$ cat src/hdl/bp_pkg.sv
/*
 * Branch predictor widths, reset vector, vector types, packed structs
 * and small pc helper functions
 */
`default_nettype none

package bp_pkg;

    localparam int ADDR_W  = 32;
    localparam int INDEX_W = 5;
    localparam int TAG_W   = 24;
    localparam int ENTRIES = 1 << INDEX_W;

    localparam logic [ADDR_W-1:0] RESET_PC = 32'h1c000000;

    typedef logic [ADDR_W-1:0]  addr_t;
    typedef logic [ADDR_W-3:0]  word_addr_t;
    typedef logic [INDEX_W-1:0] index_t;
    typedef logic [TAG_W-1:0]   tag_t;
    typedef logic [1:0]         hist_t;
    typedef logic [1:0]         ctr_t;

    // Local history on top, counter selected by history value
    typedef struct packed {
        hist_t hist;
        ctr_t  ctr3;
        ctr_t  ctr2;
        ctr_t  ctr1;
        ctr_t  ctr0;
    } pattern_t;

    // History 0, all counters weakly not-taken
    localparam pattern_t PAT_INIT = '{
        hist: 2'b00,
        ctr3: 2'b01,
        ctr2: 2'b01,
        ctr1: 2'b01,
        ctr0: 2'b01
    };

    typedef struct packed {
        logic       exist;
        word_addr_t target;
        logic       uncond;
        logic       cond;
    } slot_info_t;

    typedef struct packed {
        logic     vld;
        pattern_t pat;
    } slot_past_t;

    typedef struct packed {
        hist_t g1;
        hist_t g2;
    } guess_t;

    // Resolved branch from execute, slot 0 is the first instruction
    typedef struct packed {
        logic       vld;
        logic       wrong;
        addr_t      pc;
        logic       slot;
        logic       taken;
        word_addr_t target;
        logic       uncond;
        logic       cond;
        addr_t      redirect_pc;
    } ex_update_t;

    function automatic index_t pc_index(input addr_t pc);
        return pc[INDEX_W+2:3];
    endfunction

    function automatic tag_t pc_tag(input addr_t pc);
        return pc[ADDR_W-1:INDEX_W+3];
    endfunction

    // Counter chosen by a 2-bit history
    function automatic ctr_t sel_ctr(input pattern_t p, input hist_t h);
        case (h)
            2'd0:    return p.ctr0;
            2'd1:    return p.ctr1;
            2'd2:    return p.ctr2;
            default: return p.ctr3;
        endcase
    endfunction

endpackage

`default_nettype wire

$ cat src/hdl/pattern_history_table.sv
/*
 * Two-bank pattern history table, 2-bit local history and four
 * saturating counters per slot, trained by execute outcomes
 */
`timescale 1ns/1ps
`default_nettype none

module pattern_history_table (
    input  wire                      clk,
    input  wire                      rstn,
    input  wire bp_pkg::addr_t       pc_now,
    input  wire bp_pkg::ex_update_t  ex,
    output bp_pkg::slot_past_t       past1,
    output bp_pkg::slot_past_t       past2
);

    logic             rec_vld [2][bp_pkg::ENTRIES];
    bp_pkg::pattern_t rec     [2][bp_pkg::ENTRIES];

    bp_pkg::index_t   rd_idx;
    bp_pkg::index_t   wr_idx;
    bp_pkg::pattern_t trained;

    // Saturating step toward taken or not-taken
    function automatic bp_pkg::ctr_t sat_step(input bp_pkg::ctr_t c, input logic up);
        if (up) begin
            return (c == 2'b11) ? c : c + 2'd1;
        end
        return (c == 2'b00) ? c : c - 2'd1;
    endfunction

    function automatic bp_pkg::pattern_t train(input bp_pkg::pattern_t p, input logic taken);
        bp_pkg::pattern_t n;
        bp_pkg::ctr_t     c;
        n = p;
        c = sat_step(bp_pkg::sel_ctr(p, p.hist), taken);
        case (p.hist)
            2'd0:    n.ctr0 = c;
            2'd1:    n.ctr1 = c;
            2'd2:    n.ctr2 = c;
            default: n.ctr3 = c;
        endcase
        n.hist = {p.hist[0], taken};
        return n;
    endfunction

    assign rd_idx  = bp_pkg::pc_index(pc_now);
    assign wr_idx  = bp_pkg::pc_index(ex.pc);
    assign trained = train(rec[ex.slot][wr_idx], ex.taken);

    // Only conditional branches train the table
    always_ff @(posedge clk or negedge rstn) begin
        if (!rstn) begin
            for (int b = 0; b < 2; b++) begin
                for (int i = 0; i < bp_pkg::ENTRIES; i++) begin
                    rec_vld[b][i] <= 1'b0;
                    rec[b][i]     <= bp_pkg::PAT_INIT;
                end
            end
        end else if (ex.vld && ex.cond) begin
            rec_vld[ex.slot][wr_idx] <= 1'b1;
            rec[ex.slot][wr_idx]     <= trained;
        end
    end

    assign past1.vld = rec_vld[0][rd_idx];
    assign past1.pat = rec[0][rd_idx];
    assign past2.vld = rec_vld[1][rd_idx];
    assign past2.pat = rec[1][rd_idx];

endmodule

`default_nettype wire

$ cat config.mk
export PLATFORM = sky130hd
export DESIGN_NAME = pattern_history_table
export DESIGN_NICKNAME = d
export VERILOG_FILES = /design/src/hdl/bp_pkg.sv /design/src/hdl/pattern_history_table.sv
export SDC_FILE = /design/constraint.sdc
export NUM_CORES = 2
export LEC_CHECK = 0
export ABC_AREA = 1
export BUFFER_PORTS_ARGS = -buffer_cell sky130_fd_sc_hd__buf_2
export CORE_MARGIN = 10
export CORE_UTILIZATION = 40
export CTS_BUF_LIST = sky130_fd_sc_hd__clkbuf_8 sky130_fd_sc_hd__clkbuf_16
export CTS_CLUSTER_SIZE = 14
export DETAILED_ROUTE_END_ITERATION = 8
export GPL_ROUTABILITY_DRIVEN = 0
export SETUP_SLACK_MARGIN = 0.02
export SLEW_MARGIN = 20
export SYNTH_ARGS = -nofsm -noshare
export SYNTH_HDL_FRONTEND = slang
export SYNTH_SLANG_ARGS = --single-unit
$ cat constraint.sdc
create_clock -name clk -period 3.34 [get_ports clk]
set_input_delay 0.167 -clock clk [delete_from_list [all_inputs] [get_ports clk]]
set_output_delay 0.167 -clock clk [all_outputs]
set_load 0.03 [all_outputs]
==> run summary <==
commonest non-fill, non-tap cell in the layout: nand2_1
max cap viols: 0
CTS root buf: clkbuf_16
Leak Pwr: 21.5 nW
Critical Path Max Stage Delay: 790 ps
die height: 336 um
Num CTS Buffers: 80
Initial DRT Pass Iterations: 7
WL/cell: 23.9 um
initial antenna violation count: 3
Worst Path Max Fanout: 3
count of final hold-check violations: 0
Initial Util: 0.405
Setup Buffers After CTS: 0
Worst EP arrival: 3110 ps
Site Rows: 115
ant diodes: 0
Rel. slew slack: 0.261
Critical Path End Type: output port
PD cells: 543 nW/um^2
Placement Cell Area: 43300 um^2
Worst path most repeated cell: a21oi_1
pin count of the biggest net entering global routing: 86
asr flop ratio synth: 1.00
Worst Skew: 34.8 ps
Core Box Area: 98700 um^2
crit path kind: flip-flop to output port
terminus of the critical flop-to-flop path: rec[504]$_DFFE_PN1P_
RSZ-0062 raised after global routing: no
post-route ant nets: 0
commonest cells after routing, fill and taps aside: nand2_1 (2124), o21ai_0 (612), nand3_1 (548)
total gr overflow: 0
final number of max-transition violations: 0
GRT Max-Usage Layer: met2
final wirelength: 169000 um
Largest delay share family, worst path: compound AO/OA/AOI/OAI gates
period utilization: 0.980
number of global-route vias before repair: 38500
HPWL after DPL: 115000 um
worst hold-check path type: primary input to asynchronous set/reset pin
met3 usage: 0.0816
Area Growth Syn to Fin: 15.5%
worst-skew pair later-pin latency: 670 ps
PortBufs: 37
predominant post-synthesis flop cell: dfrtp_1
vias per cell: 5.84
R2R Setup Slk: 350 ps
global-route wire length before repair: 251000 um
CTS tree: built
CP Launch Type: flip-flop
critical-path cell list: o21ai_0 -> a21oi_1 -> a21oi_1 -> a21oi_1 -> o21ai_0 -> nand2_1 -> a31oi_1 -> a31oi_1 -> buf_2
mean post-synth cell area: 7.00 um^2
Period minus WS final: 3270 ps
yosys warns: 0
final setup fails: 0
sequential-to-total area share from yosys stat: 0.449
Setup WS pre-CTS: 62.2 ps
Net Count, Synth: 5840
worst slew pin tran: 1100 ps
finished layout cell area: 46100 um^2
io pins: 156
Reg2Reg Depth: 17
setup TNS: 0 ps
Die Wd: 336 um
Yosys reg bits: 704
Post-Synthesis Cell Area: 40000 um^2
WP data required: 3170 ps
Reg-to-Reg Start: rec[478]$_DFFE_PN0P_
final net count: 5877
vias: 41500
final setup margin: 66.3 ps
Post-synth EDFFs: 0
Fmax: 0.305 GHz
Post-Syn Instances: 5706
share of post-route cells with drive strength above 1: 0.146
Yosys cell types: 35
CTS Buffer Depth: 3
htree depth: 3
met1 Usage GRT: 0.393
Die ar.: 113000 um^2
GRT Total Usage: 0.293
Worst IR Drop VDD: 344 uV
met2 usage: 0.420
DRC viols: 0
slowest cell on the critical path: a31oi_1
Worst Path Buf+Inv: 1
status: completed
Clock Sinks: 704
Clock Pin Slew Worst Setup and Hold Paths: 60 ps
Initial DRC Count: 6091
[power breakdown]
part | leakage (nW) | total, mW | internal (mW) | switching [mW]
clock | 1.41 | 9.45 | 5.52 | 3.94
combinational | 11.9 | 5.17 | 1.65 | 3.52
sequential | 8.24 | 10.4 | 9.69 | 0.716
total | 21.5 | 25.0 | 16.9 | 8.18
[registers in the layout, indices dropped and copies added, names as in the netlist]
| signal | count |
|---|---|
| rec_vld | 64 |
| rec | 640 |
[metrics by stage]
| step | hold WS, ps | instances | power (mW) | util |
|---|---|---|---|---|
| after CTS | 207 | 7097 | 24.9 | 0.467 |
| after floorplan | -129 | 5706 | 13.3 | - |
| after global placement | 285 | 6946 | 15.5 | 0.439 |
| after global routing | 241 | 7097 | 25.9 | 0.467 |
| final | 186 | 7097 | 25.0 | 0.467 |
| after detailed placement | 294 | 6946 | 15.5 | 0.439 |
[synth_stat cells (7+ instances only)]
master    count  area share
inv_2        15      0.0014
buf_2       135       0.017
a21oi_1     133       0.017
dfrtp_1     448        0.28
o211ai_1     49      0.0092
a32oi_1      16      0.0035
a31oi_1      28      0.0044
nand2_2       7      0.0011
buf_4        16      0.0030
o21ai_1      36      0.0045
buf_6        24      0.0068
nand2_1    2125        0.20
or2_2        34      0.0053
clkbuf_1    226       0.021
inv_1       257       0.024
nand4_1      14      0.0022
o21ai_0     613       0.077
o221ai_1     72       0.016
clkinv_1     23      0.0022
buf_1        10     0.00094
dfstp_2     256        0.17
nor2_1      522       0.049
nand3_1     548       0.069
nor3_1       19      0.0024
o22ai_1      45      0.0070
[kinds of logic (layout without fill, tap and decap cells)]
family / Yosys count / in the layout / synth area share
simple gates: 3298 / 3298 / 0.336
compound gates: 997 / 997 / 0.139
buf+inv: 707 / 811 / 0.0767
flops: 704 / 704 / 0.449
[how the worst max path moves through the flow]
stage,from,end,cells after the start
3_3_place_gp,ex[65],rec[445]$_DFFE_PN0P_,18
6_report,rec[496]$_DFFE_PN1P_,past1[6],9
3_5_place_dp,ex[65],rec[165]$_DFFE_PN0P_,18
5_1_grt,rec[496]$_DFFE_PN1P_,past1[6],9
2_1_floorplan,ex[65],rec[481]$_DFFE_PN0P_,17
4_1_cts,rec[22]$_DFFE_PN1P_,past2[2],5
[routing by layer]
| layer | share of wire | vias up | routed length (um) |
|---|---|---|---|
| met5 | 0.00075 | - | 127 |
| met4 | 0.064 | 6 | 10800 |
| met3 | 0.12 | 502 | 20200 |
| met2 | 0.41 | 2566 | 69900 |
| met1 | 0.40 | 19800 | 68300 |
| li1 | - | 18600 | - |
[what timing repair did]
item | 4_1_cts | 5_1_grt
endpoints found under the hold margin | 50 | 0
hold buffers | 2 | 0
gates resized for setup | 0 | 1
setup endpoints to repair | 0 | 1
[layout make-up]
class                           instances  area (um^2)
Sequential cell                       704        17900
Inverter                              296         1140
Tap cell                             1287         1610
Timing Repair Buffer                  366         3660
Clock buffer                          102         2350
Multi-Input combinational cell       4295        19000
Fill cell                            9906        52600
Clock inverter                         47          440
Note: power is estimated with default switching activity, not from simulation.
