File: src/hdl/bp_pkg.sv
/*
 * Branch predictor widths, reset vector, vector types, packed structs
 * and small pc helper functions
 */
`default_nettype none

package bp_pkg;

    localparam int ADDR_W  = 32;
    localparam int INDEX_W = 5;
    localparam int TAG_W   = 24;
    localparam int ENTRIES = 1 << INDEX_W;

    localparam logic [ADDR_W-1:0] RESET_PC = 32'h1c000000;

    typedef logic [ADDR_W-1:0]  addr_t;
    typedef logic [ADDR_W-3:0]  word_addr_t;
    typedef logic [INDEX_W-1:0] index_t;
    typedef logic [TAG_W-1:0]   tag_t;
    typedef logic [1:0]         hist_t;
    typedef logic [1:0]         ctr_t;

    // Local history on top, counter selected by history value
    typedef struct packed {
        hist_t hist;
        ctr_t  ctr3;
        ctr_t  ctr2;
        ctr_t  ctr1;
        ctr_t  ctr0;
    } pattern_t;

    // History 0, all counters weakly not-taken
    localparam pattern_t PAT_INIT = '{
        hist: 2'b00,
        ctr3: 2'b01,
        ctr2: 2'b01,
        ctr1: 2'b01,
        ctr0: 2'b01
    };

    typedef struct packed {
        logic       exist;
        word_addr_t target;
        logic       uncond;
        logic       cond;
    } slot_info_t;

    typedef struct packed {
        logic     vld;
        pattern_t pat;
    } slot_past_t;

    typedef struct packed {
        hist_t g1;
        hist_t g2;
    } guess_t;

    // Resolved branch from execute, slot 0 is the first instruction
    typedef struct packed {
        logic       vld;
        logic       wrong;
        addr_t      pc;
        logic       slot;
        logic       taken;
        word_addr_t target;
        logic       uncond;
        logic       cond;
        addr_t      redirect_pc;
    } ex_update_t;

    function automatic index_t pc_index(input addr_t pc);
        return pc[INDEX_W+2:3];
    endfunction

    function automatic tag_t pc_tag(input addr_t pc);
        return pc[ADDR_W-1:INDEX_W+3];
    endfunction

    // Counter chosen by a 2-bit history
    function automatic ctr_t sel_ctr(input pattern_t p, input hist_t h);
        case (h)
            2'd0:    return p.ctr0;
            2'd1:    return p.ctr1;
            2'd2:    return p.ctr2;
            default: return p.ctr3;
        endcase
    endfunction

endpackage

`default_nettype wire

File: src/hdl/guess_log_ram.sv
/*
 * Register-array memory for speculative history entries,
 * clocked write and asynchronous read
 */
`timescale 1ns/1ps
`default_nettype none

module guess_log_ram (
    input  wire                  clk,
    input  wire                  wt_en,
    input  wire bp_pkg::index_t  waddr,
    input  wire bp_pkg::guess_t  wdata,
    input  wire bp_pkg::index_t  raddr,
    output bp_pkg::guess_t       rdata
);

    // One entry per fetch packet index
    bp_pkg::guess_t mem [bp_pkg::ENTRIES];

    always_ff @(posedge clk) begin
        if (wt_en) begin
            mem[waddr] <= wdata;
        end
    end

    // Read sees the old word when the same index is written this cycle
    assign rdata = mem[raddr];

endmodule

`default_nettype wire

File: src/hdl/predict_unit.sv
/*
 * Per-slot direction choice, speculative guess history and
 * next fetch pc selection
 */
`timescale 1ns/1ps
`default_nettype none

module predict_unit (
    input  wire                      clk,
    input  wire                      rstn,
    input  wire                      en,
    input  wire bp_pkg::addr_t       pc_now,
    input  wire bp_pkg::slot_info_t  info1,
    input  wire bp_pkg::slot_info_t  info2,
    input  wire bp_pkg::slot_past_t  past1,
    input  wire bp_pkg::slot_past_t  past2,
    input  wire bp_pkg::ex_update_t  ex,
    output bp_pkg::addr_t            pc_new,
    output logic                     branch,
    output logic                     reason
);

    bp_pkg::index_t             idx;
    bp_pkg::guess_t             guess_rd;
    bp_pkg::guess_t             guess_wr;
    logic [bp_pkg::ENTRIES-1:0] in_guess1;
    logic [bp_pkg::ENTRIES-1:0] in_guess2;
    bp_pkg::hist_t              eff1;
    bp_pkg::hist_t              eff2;
    logic                       dir1;
    logic                       dir2;
    logic                       half;
    logic                       set1;
    logic                       set2;
    bp_pkg::word_addr_t         pick;

    // Direction of one slot from its BTB and PHT answers
    function automatic logic slot_dir(
        input bp_pkg::slot_info_t info,
        input bp_pkg::slot_past_t past,
        input bp_pkg::hist_t      h,
        input bp_pkg::addr_t      here
    );
        bp_pkg::ctr_t c;
        c = bp_pkg::sel_ctr(past.pat, h);
        if (!info.exist) begin
            return 1'b0;
        end
        if (past.vld) begin
            return c[1];
        end
        // No record yet, so backward branches are guessed taken
        return info.uncond || (info.target < here[bp_pkg::ADDR_W-1:2]);
    endfunction

    ////////////////////////////////////////
    // Guess log
    ////////////////////////////////////////

    assign idx = bp_pkg::pc_index(pc_now);

    guess_log_ram u_guess_log (
        .clk   (clk),
        .wt_en (en),
        .waddr (idx),
        .wdata (guess_wr),
        .raddr (idx),
        .rdata (guess_rd)
    );

    // Speculative history wins while the slot is still in guess
    assign eff1 = in_guess1[idx] ? guess_rd.g1 : past1.pat.hist;
    assign eff2 = in_guess2[idx] ? guess_rd.g2 : past2.pat.hist;

    ////////////////////////////////////////
    // Direction and slot selection
    ////////////////////////////////////////

    assign dir1 = slot_dir(info1, past1, eff1, pc_now);
    assign dir2 = slot_dir(info2, past2, eff2, pc_now);

    // Entered at the second slot, first slot is skipped
    assign half   = pc_now[2];
    assign branch = half ? dir2 : (dir1 | dir2);
    assign reason = half | (~dir1 & dir2);

    assign guess_wr.g1 = {eff1[0], branch & ~reason};
    assign guess_wr.g2 = {eff2[0], branch & reason};

    ////////////////////////////////////////
    // In-guess flags
    ////////////////////////////////////////

    assign set1 = en && !half && info1.exist && past1.vld && info1.cond;
    assign set2 = en && !dir1 && info2.exist && past2.vld && info2.cond;

    always_ff @(posedge clk or negedge rstn) begin
        if (!rstn) begin
            in_guess1 <= '0;
            in_guess2 <= '0;
        end else if (ex.vld && ex.wrong) begin
            // Misprediction makes every speculative entry stale
            in_guess1 <= '0;
            in_guess2 <= '0;
        end else begin
            if (set1) begin
                in_guess1[idx] <= 1'b1;
            end
            if (set2) begin
                in_guess2[idx] <= 1'b1;
            end
        end
    end

    ////////////////////////////////////////
    // Next pc
    ////////////////////////////////////////

    assign pick = reason ? info2.target : info1.target;

    always_comb begin
        if (branch) begin
            pc_new = {pick, 2'b00};
        end else begin
            pc_new = {pc_now[bp_pkg::ADDR_W-1:3], 3'b000} + bp_pkg::addr_t'(8);
        end
    end

endmodule

`default_nettype wire

File: config.mk
export PLATFORM = sky130hd
export DESIGN_NAME = predict_unit
export DESIGN_NICKNAME = d
export VERILOG_FILES = /design/src/hdl/bp_pkg.sv /design/src/hdl/guess_log_ram.sv /design/src/hdl/predict_unit.sv
export SDC_FILE = /design/constraint.sdc
export NUM_CORES = 1
export LEC_CHECK = 0
export BUFFER_PORTS_ARGS = -buffer_cell sky130_fd_sc_hd__buf_2
export CELL_PAD_IN_SITES_DETAIL_PLACEMENT = 0
export CELL_PAD_IN_SITES_GLOBAL_PLACEMENT = 1
export CORE_AREA = 2 2 159 161
export DETAILED_ROUTE_END_ITERATION = 8
export DIE_AREA = 0 0 161 163
export GPL_TIMING_DRIVEN = 0
export HOLD_SLACK_MARGIN = 0.08
export PLACE_DENSITY = 0.95
export SLEW_MARGIN = 30
export SYNTH_ARGS = -nofsm -noshare
export SYNTH_HDL_FRONTEND = slang
export SYNTH_SLANG_ARGS = --single-unit
File: constraint.sdc
create_clock -name clk -period 7.5 [get_ports clk]
set_input_delay 0.375 -clock clk [delete_from_list [all_inputs] [get_ports clk]]
set_output_delay 0.375 -clock clk [all_outputs]
set_load 0.02 [all_outputs]
==> results.txt <==
The via count came out at 8935. The number of antenna violations at the first check in global routing came out at 0. Leaving out fill and tap cells, the most frequent cells in the layout are 152 x sky130_fd_sc_hd__buf_2, 128 x sky130_fd_sc_hd__edfxtp_1, 87 x sky130_fd_sc_hd__nor2_1. The run finished with clean final reports. The power per unit of standard cell area is around 190 mW/mm². The biggest area consumer among synthesized cells is sky130_fd_sc_hd__edfxtp_1. Of the post-synthesis cell area, the dominant cell type holds 0.344.

The synthesized instance count is 976. The x dimension of the die is 161 µm. The final max-slew violation count came out at 0.

The peak per-stage delay on the critical path came out at between 0.4 and 0.5 ns. The clock skew came out at 0.0125 ns. The highest clock rate came out at approximately 190 MHz. The H-tree level count came out at 4.

The largest fanout on the critical path came out at 34. The signal on the critical path passes through buf_2 -> buf_6 -> buf_2 -> buf_4 -> buf_2 -> mux2i_1 -> o22ai_1 -> nor4_1 -> o211ai_1 -> o31a_2 -> a2111oi_4 -> a31oi_4 -> nand4b_4 -> buf_4 -> mux2i_1 -> buf_2. Max-cap violations in this run came to 0. The initial core utilization is 0.453. The cell at the root of the clock tree is sky130_fd_sc_hd__clkbuf_16. The number of port buffers came out at 143.

By area, the combinational part of the netlist is dominated by multiplexers. The clock-pin slew of the registers on the worst-case setup and hold paths came out at about 0.07 ns. The total standard cell area after synthesis is about 0.011 mm².

The number of buffers inserted during clock tree synthesis is 17. Measured against its own limit, the worst slew margin works out to 0.417. The clock network latency to the later pin of the worst-skew pair is 0.45 ns. The area inside the core boundary came out at 0.0247 mm².

The share of layout cells above drive strength 1 came out at 0.223. Dividing the final minimum period by the clock period gives 0.700. The number of sinks on the clock net came out at between 150 and 200. The number of global-route vias before repair came out at 8697.

After the first detailed-routing iteration, the DRC count stood at 862. The number of flops mapped to enable cells by yosys came out at 128. For this run, the register share of the synthesized area comes to 0.487. The total global-route track usage came out at 0.263. The final routed wire length divided by cell count came out at 23.0 µm. The site row count is 58. In this run the post-CTS setup repair buffer count came out at 0. The final critical-path required period is 5.25 ns. The setup-violating endpoint count in the final report came out at 0. The dominant synthesized flop cell is sky130_fd_sc_hd__edfxtp_1.

At the pin with the least slew margin, the transition time is a little under 0.9 ns. The count of unique library cells instantiated by Yosys is 59. Setup repair after global routing left no endpoint under its margin. The synthesized-area fraction occupied by ao, oa, aoi and oai cells is 0.120. The count of synthesis-stage warnings from yosys is 0. The xor/xnor cell area share of the yosys netlist is 0.0204.

The number of vias per cell after detailed routing came out at approximately 6. The weighted congestion reported at the end of routability-driven placement is 0.946. Post-CTS repair changed the size of 0 cells. Final hold analysis gives a worst-case slack of roughly 0.38 ns. The leading cell type in the layout, fill and taps excluded is sky130_fd_sc_hd__buf_2. After synthesis, the mean cell area works out to 11.4 µm².

The worst path required time came out at a little over 7 ns. The number of synthesized register bits is 192. During I/O placement, the number of pins put on the boundary was 257. Entering global routing, the biggest net connects 65 pins. The path category of the worst min-delay check is primary input to flip-flop. The adder and majority gate portion of the synthesized area came out at 0.0694.

Summed over all layers, the global routing overflow is 0. In this run the static leakage power is about 5.3 nW. The pre-CTS worst setup slack came out at 2.22 ns.

Summed over all layers, the routed wires come to 34.1 mm. STA classifies the critical path startpoint as a primary input. Yosys attributes the largest share of cell area to sky130_fd_sc_hd__edfxtp_1 34%, sky130_fd_sc_hd__dfrtp_1 14%, sky130_fd_sc_hd__mux2i_1 7.5%.

Relative to the synthesized area, the layout overhead comes to 15.9%. The area enclosed by the die boundary is 0.0262 mm². The count of nets left with antenna violations after detail routing came out at 0.

The share of flip-flops with an asynchronous set or reset came out at 0.333. The worst-case IR drop observed on VDD is roughly 0.16 mV. In the post-route analysis, the smallest setup slack over all paths is 2.25 ns. The share of cell area taken by muxes after synthesis came out at 0.150. The final net count came out at 1426.

The post-route DRC violation count is 0. The post-route setup TNS is 0 ns. The endpoint type of the worst setup path is an output port. The first-pass GRT wire length is 51.3 mm.

TritonCTS built the clock tree. The count of endpoints failing hold in the final timing report came out at 0. At the worst endpoint, the arrival time is between 4 and 5 ns. The pre-antenna-repair detailed-routing pass consisted of 5 iterations. The kind of cell with the highest combined delay along the critical path is buffers and inverters. The total buffers and inverters traversed by the critical path came out at 7. The most numerous cell type found on the critical path is sky130_fd_sc_hd__buf_2.

For this design, the slowest cell found on the critical path is sky130_fd_sc_hd__nor4_1. The buffer depth of the longest clock path came out at 2. The area share of and/or/nand/nor cells after synthesis came out at 0.113. 0 antenna diodes ended up in the layout. The critical path is of the primary input to output port type.

Detailed placement finished with a half-perimeter wire length of ~26 mm. The floorplan step set the die height to between 150 and 200 µm.
[worst paths after layout]
path,cells past startpoint,slack (ns),end,from
max in group asynchronous,2,6.37,in_guess1[24],rstn
worst max register to register,10,3.49,u_guess_log.mem[11][2],in_guess1[30]
worst min register to register,1,0.49,in_guess2[12],in_guess2[12]
worst min-delay path,3,0.38,in_guess2[25],ex[98]
worst max-delay path,16,2.25,pc_new[3],pc_now[4]
min in group asynchronous,2,0.57,in_guess2[0],rstn
[final cells by class]
| cell class | count | area (µm²) |
|---|---|---|
| repair buffers | 145 | 756 |
| inverters | 36 | 135 |
| fillers | 2184 | 11700 |
| flip-flops and latches | 192 | 5450 |
| well taps | 330 | 413 |
| plain buffers | 53 | 302 |
| multi-input cells | 696 | 5310 |
| clock buffers | 17 | 425 |
| clock inverters | 15 | 169 |
[state kept, by name (all words and copies together) (netlist names)]
register / flops
u_guess_log.mem: 128
in_guess2: 32
in_guess1: 32
[Yosys cell counts (4+ instances only)]
cell type / number
sky130_fd_sc_hd__or4b_2: 4
sky130_fd_sc_hd__a21oi_1: 79
sky130_fd_sc_hd__xnor2_1: 25
sky130_fd_sc_hd__o211ai_1: 7
sky130_fd_sc_hd__a22oi_1: 4
sky130_fd_sc_hd__and4_1: 4
sky130_fd_sc_hd__o21ai_0: 11
sky130_fd_sc_hd__edfxtp_1: 128
sky130_fd_sc_hd__nor3_1: 17
sky130_fd_sc_hd__mux4_2: 8
sky130_fd_sc_hd__or4_1: 5
sky130_fd_sc_hd__nand3_1: 22
sky130_fd_sc_hd__buf_4: 7
sky130_fd_sc_hd__mux2_2: 33
sky130_fd_sc_hd__or4bb_1: 6
sky130_fd_sc_hd__ha_1: 62
sky130_fd_sc_hd__dfrtp_1: 64
sky130_fd_sc_hd__nor4_1: 6
sky130_fd_sc_hd__o21a_1: 36
sky130_fd_sc_hd__inv_1: 35
sky130_fd_sc_hd__nand2_1: 52
sky130_fd_sc_hd__clkbuf_1: 27
sky130_fd_sc_hd__nor2_1: 87
sky130_fd_sc_hd__buf_6: 7
sky130_fd_sc_hd__and2_1: 6
sky130_fd_sc_hd__a211o_1: 4
sky130_fd_sc_hd__mux2_1: 25
sky130_fd_sc_hd__a21o_1: 14
sky130_fd_sc_hd__o22ai_1: 40
sky130_fd_sc_hd__nand4_1: 19
sky130_fd_sc_hd__buf_2: 10
sky130_fd_sc_hd__mux2i_1: 84
[where the power goes]
part / internal (mW) / switching, mW / leakage, nW
sequential: 1.14 / 0.00250 / 1.97
clock: 0.475 / 0.435 / 0.287
combinational: 0.152 / 0.248 / 3.05
total: 1.77 / 0.686 / 5.31
[metrics by stage]
step / instance area [µm²] / utilization / cells / power [mW]
floorplan: 11200 / - / 977 / 1.40
global placement: 12300 / 0.499 / 1450 / 1.55
detailed placement: 12300 / 0.500 / 1451 / 1.56
CTS: 12900 / 0.525 / 1484 / 2.46
global route: 13000 / 0.525 / 1484 / 2.53
finish: 13000 / 0.525 / 1484 / 2.46
[worst reg2reg max path: stages, from the launching register on]
cell	delay (ns)
sky130_fd_sc_hd__dfrtp_1	0.38
sky130_fd_sc_hd__mux2i_1	0.20
sky130_fd_sc_hd__o22ai_1	0.11
sky130_fd_sc_hd__or4_1	0.63
sky130_fd_sc_hd__o211ai_1	0.22
sky130_fd_sc_hd__o31a_2	0.72
sky130_fd_sc_hd__a2111oi_4	0.13
sky130_fd_sc_hd__a31oi_4	0.36
sky130_fd_sc_hd__nand4b_4	0.23
sky130_fd_sc_hd__buf_4	0.25
sky130_fd_sc_hd__inv_2	0.46
[what timing repair did]
| action | 4_1_cts | 5_1_grt |
|---|---|---|
| endpoints found under the setup margin | 0 | 0 |
| hold buffers | 1 | 0 |
| endpoints found under the hold margin | 64 | 0 |
[layer usage]
metal	part of all wire	track usage	up-vias
met5	0	0	-
met4	0.036	0.110	0
met3	0.11	0.0766	85
met2	0.43	0.390	534
met1	0.42	0.361	4311
li1	-	-	4005
[cells by family (layout without fill, tap and decap cells)]
kind of cell | after synthesis | after routing
AOI/OAI and AO/OA | 207 | 207
xor gates and xnor gates | 26 | 26
adders and majority gates | 62 | 62
buffers and inverters | 89 | 266
DFF | 192 | 192
muxes | 150 | 150
other | 1 | 2
and+or+nand+nor | 249 | 249
Power figures use the tool's default switching activity.
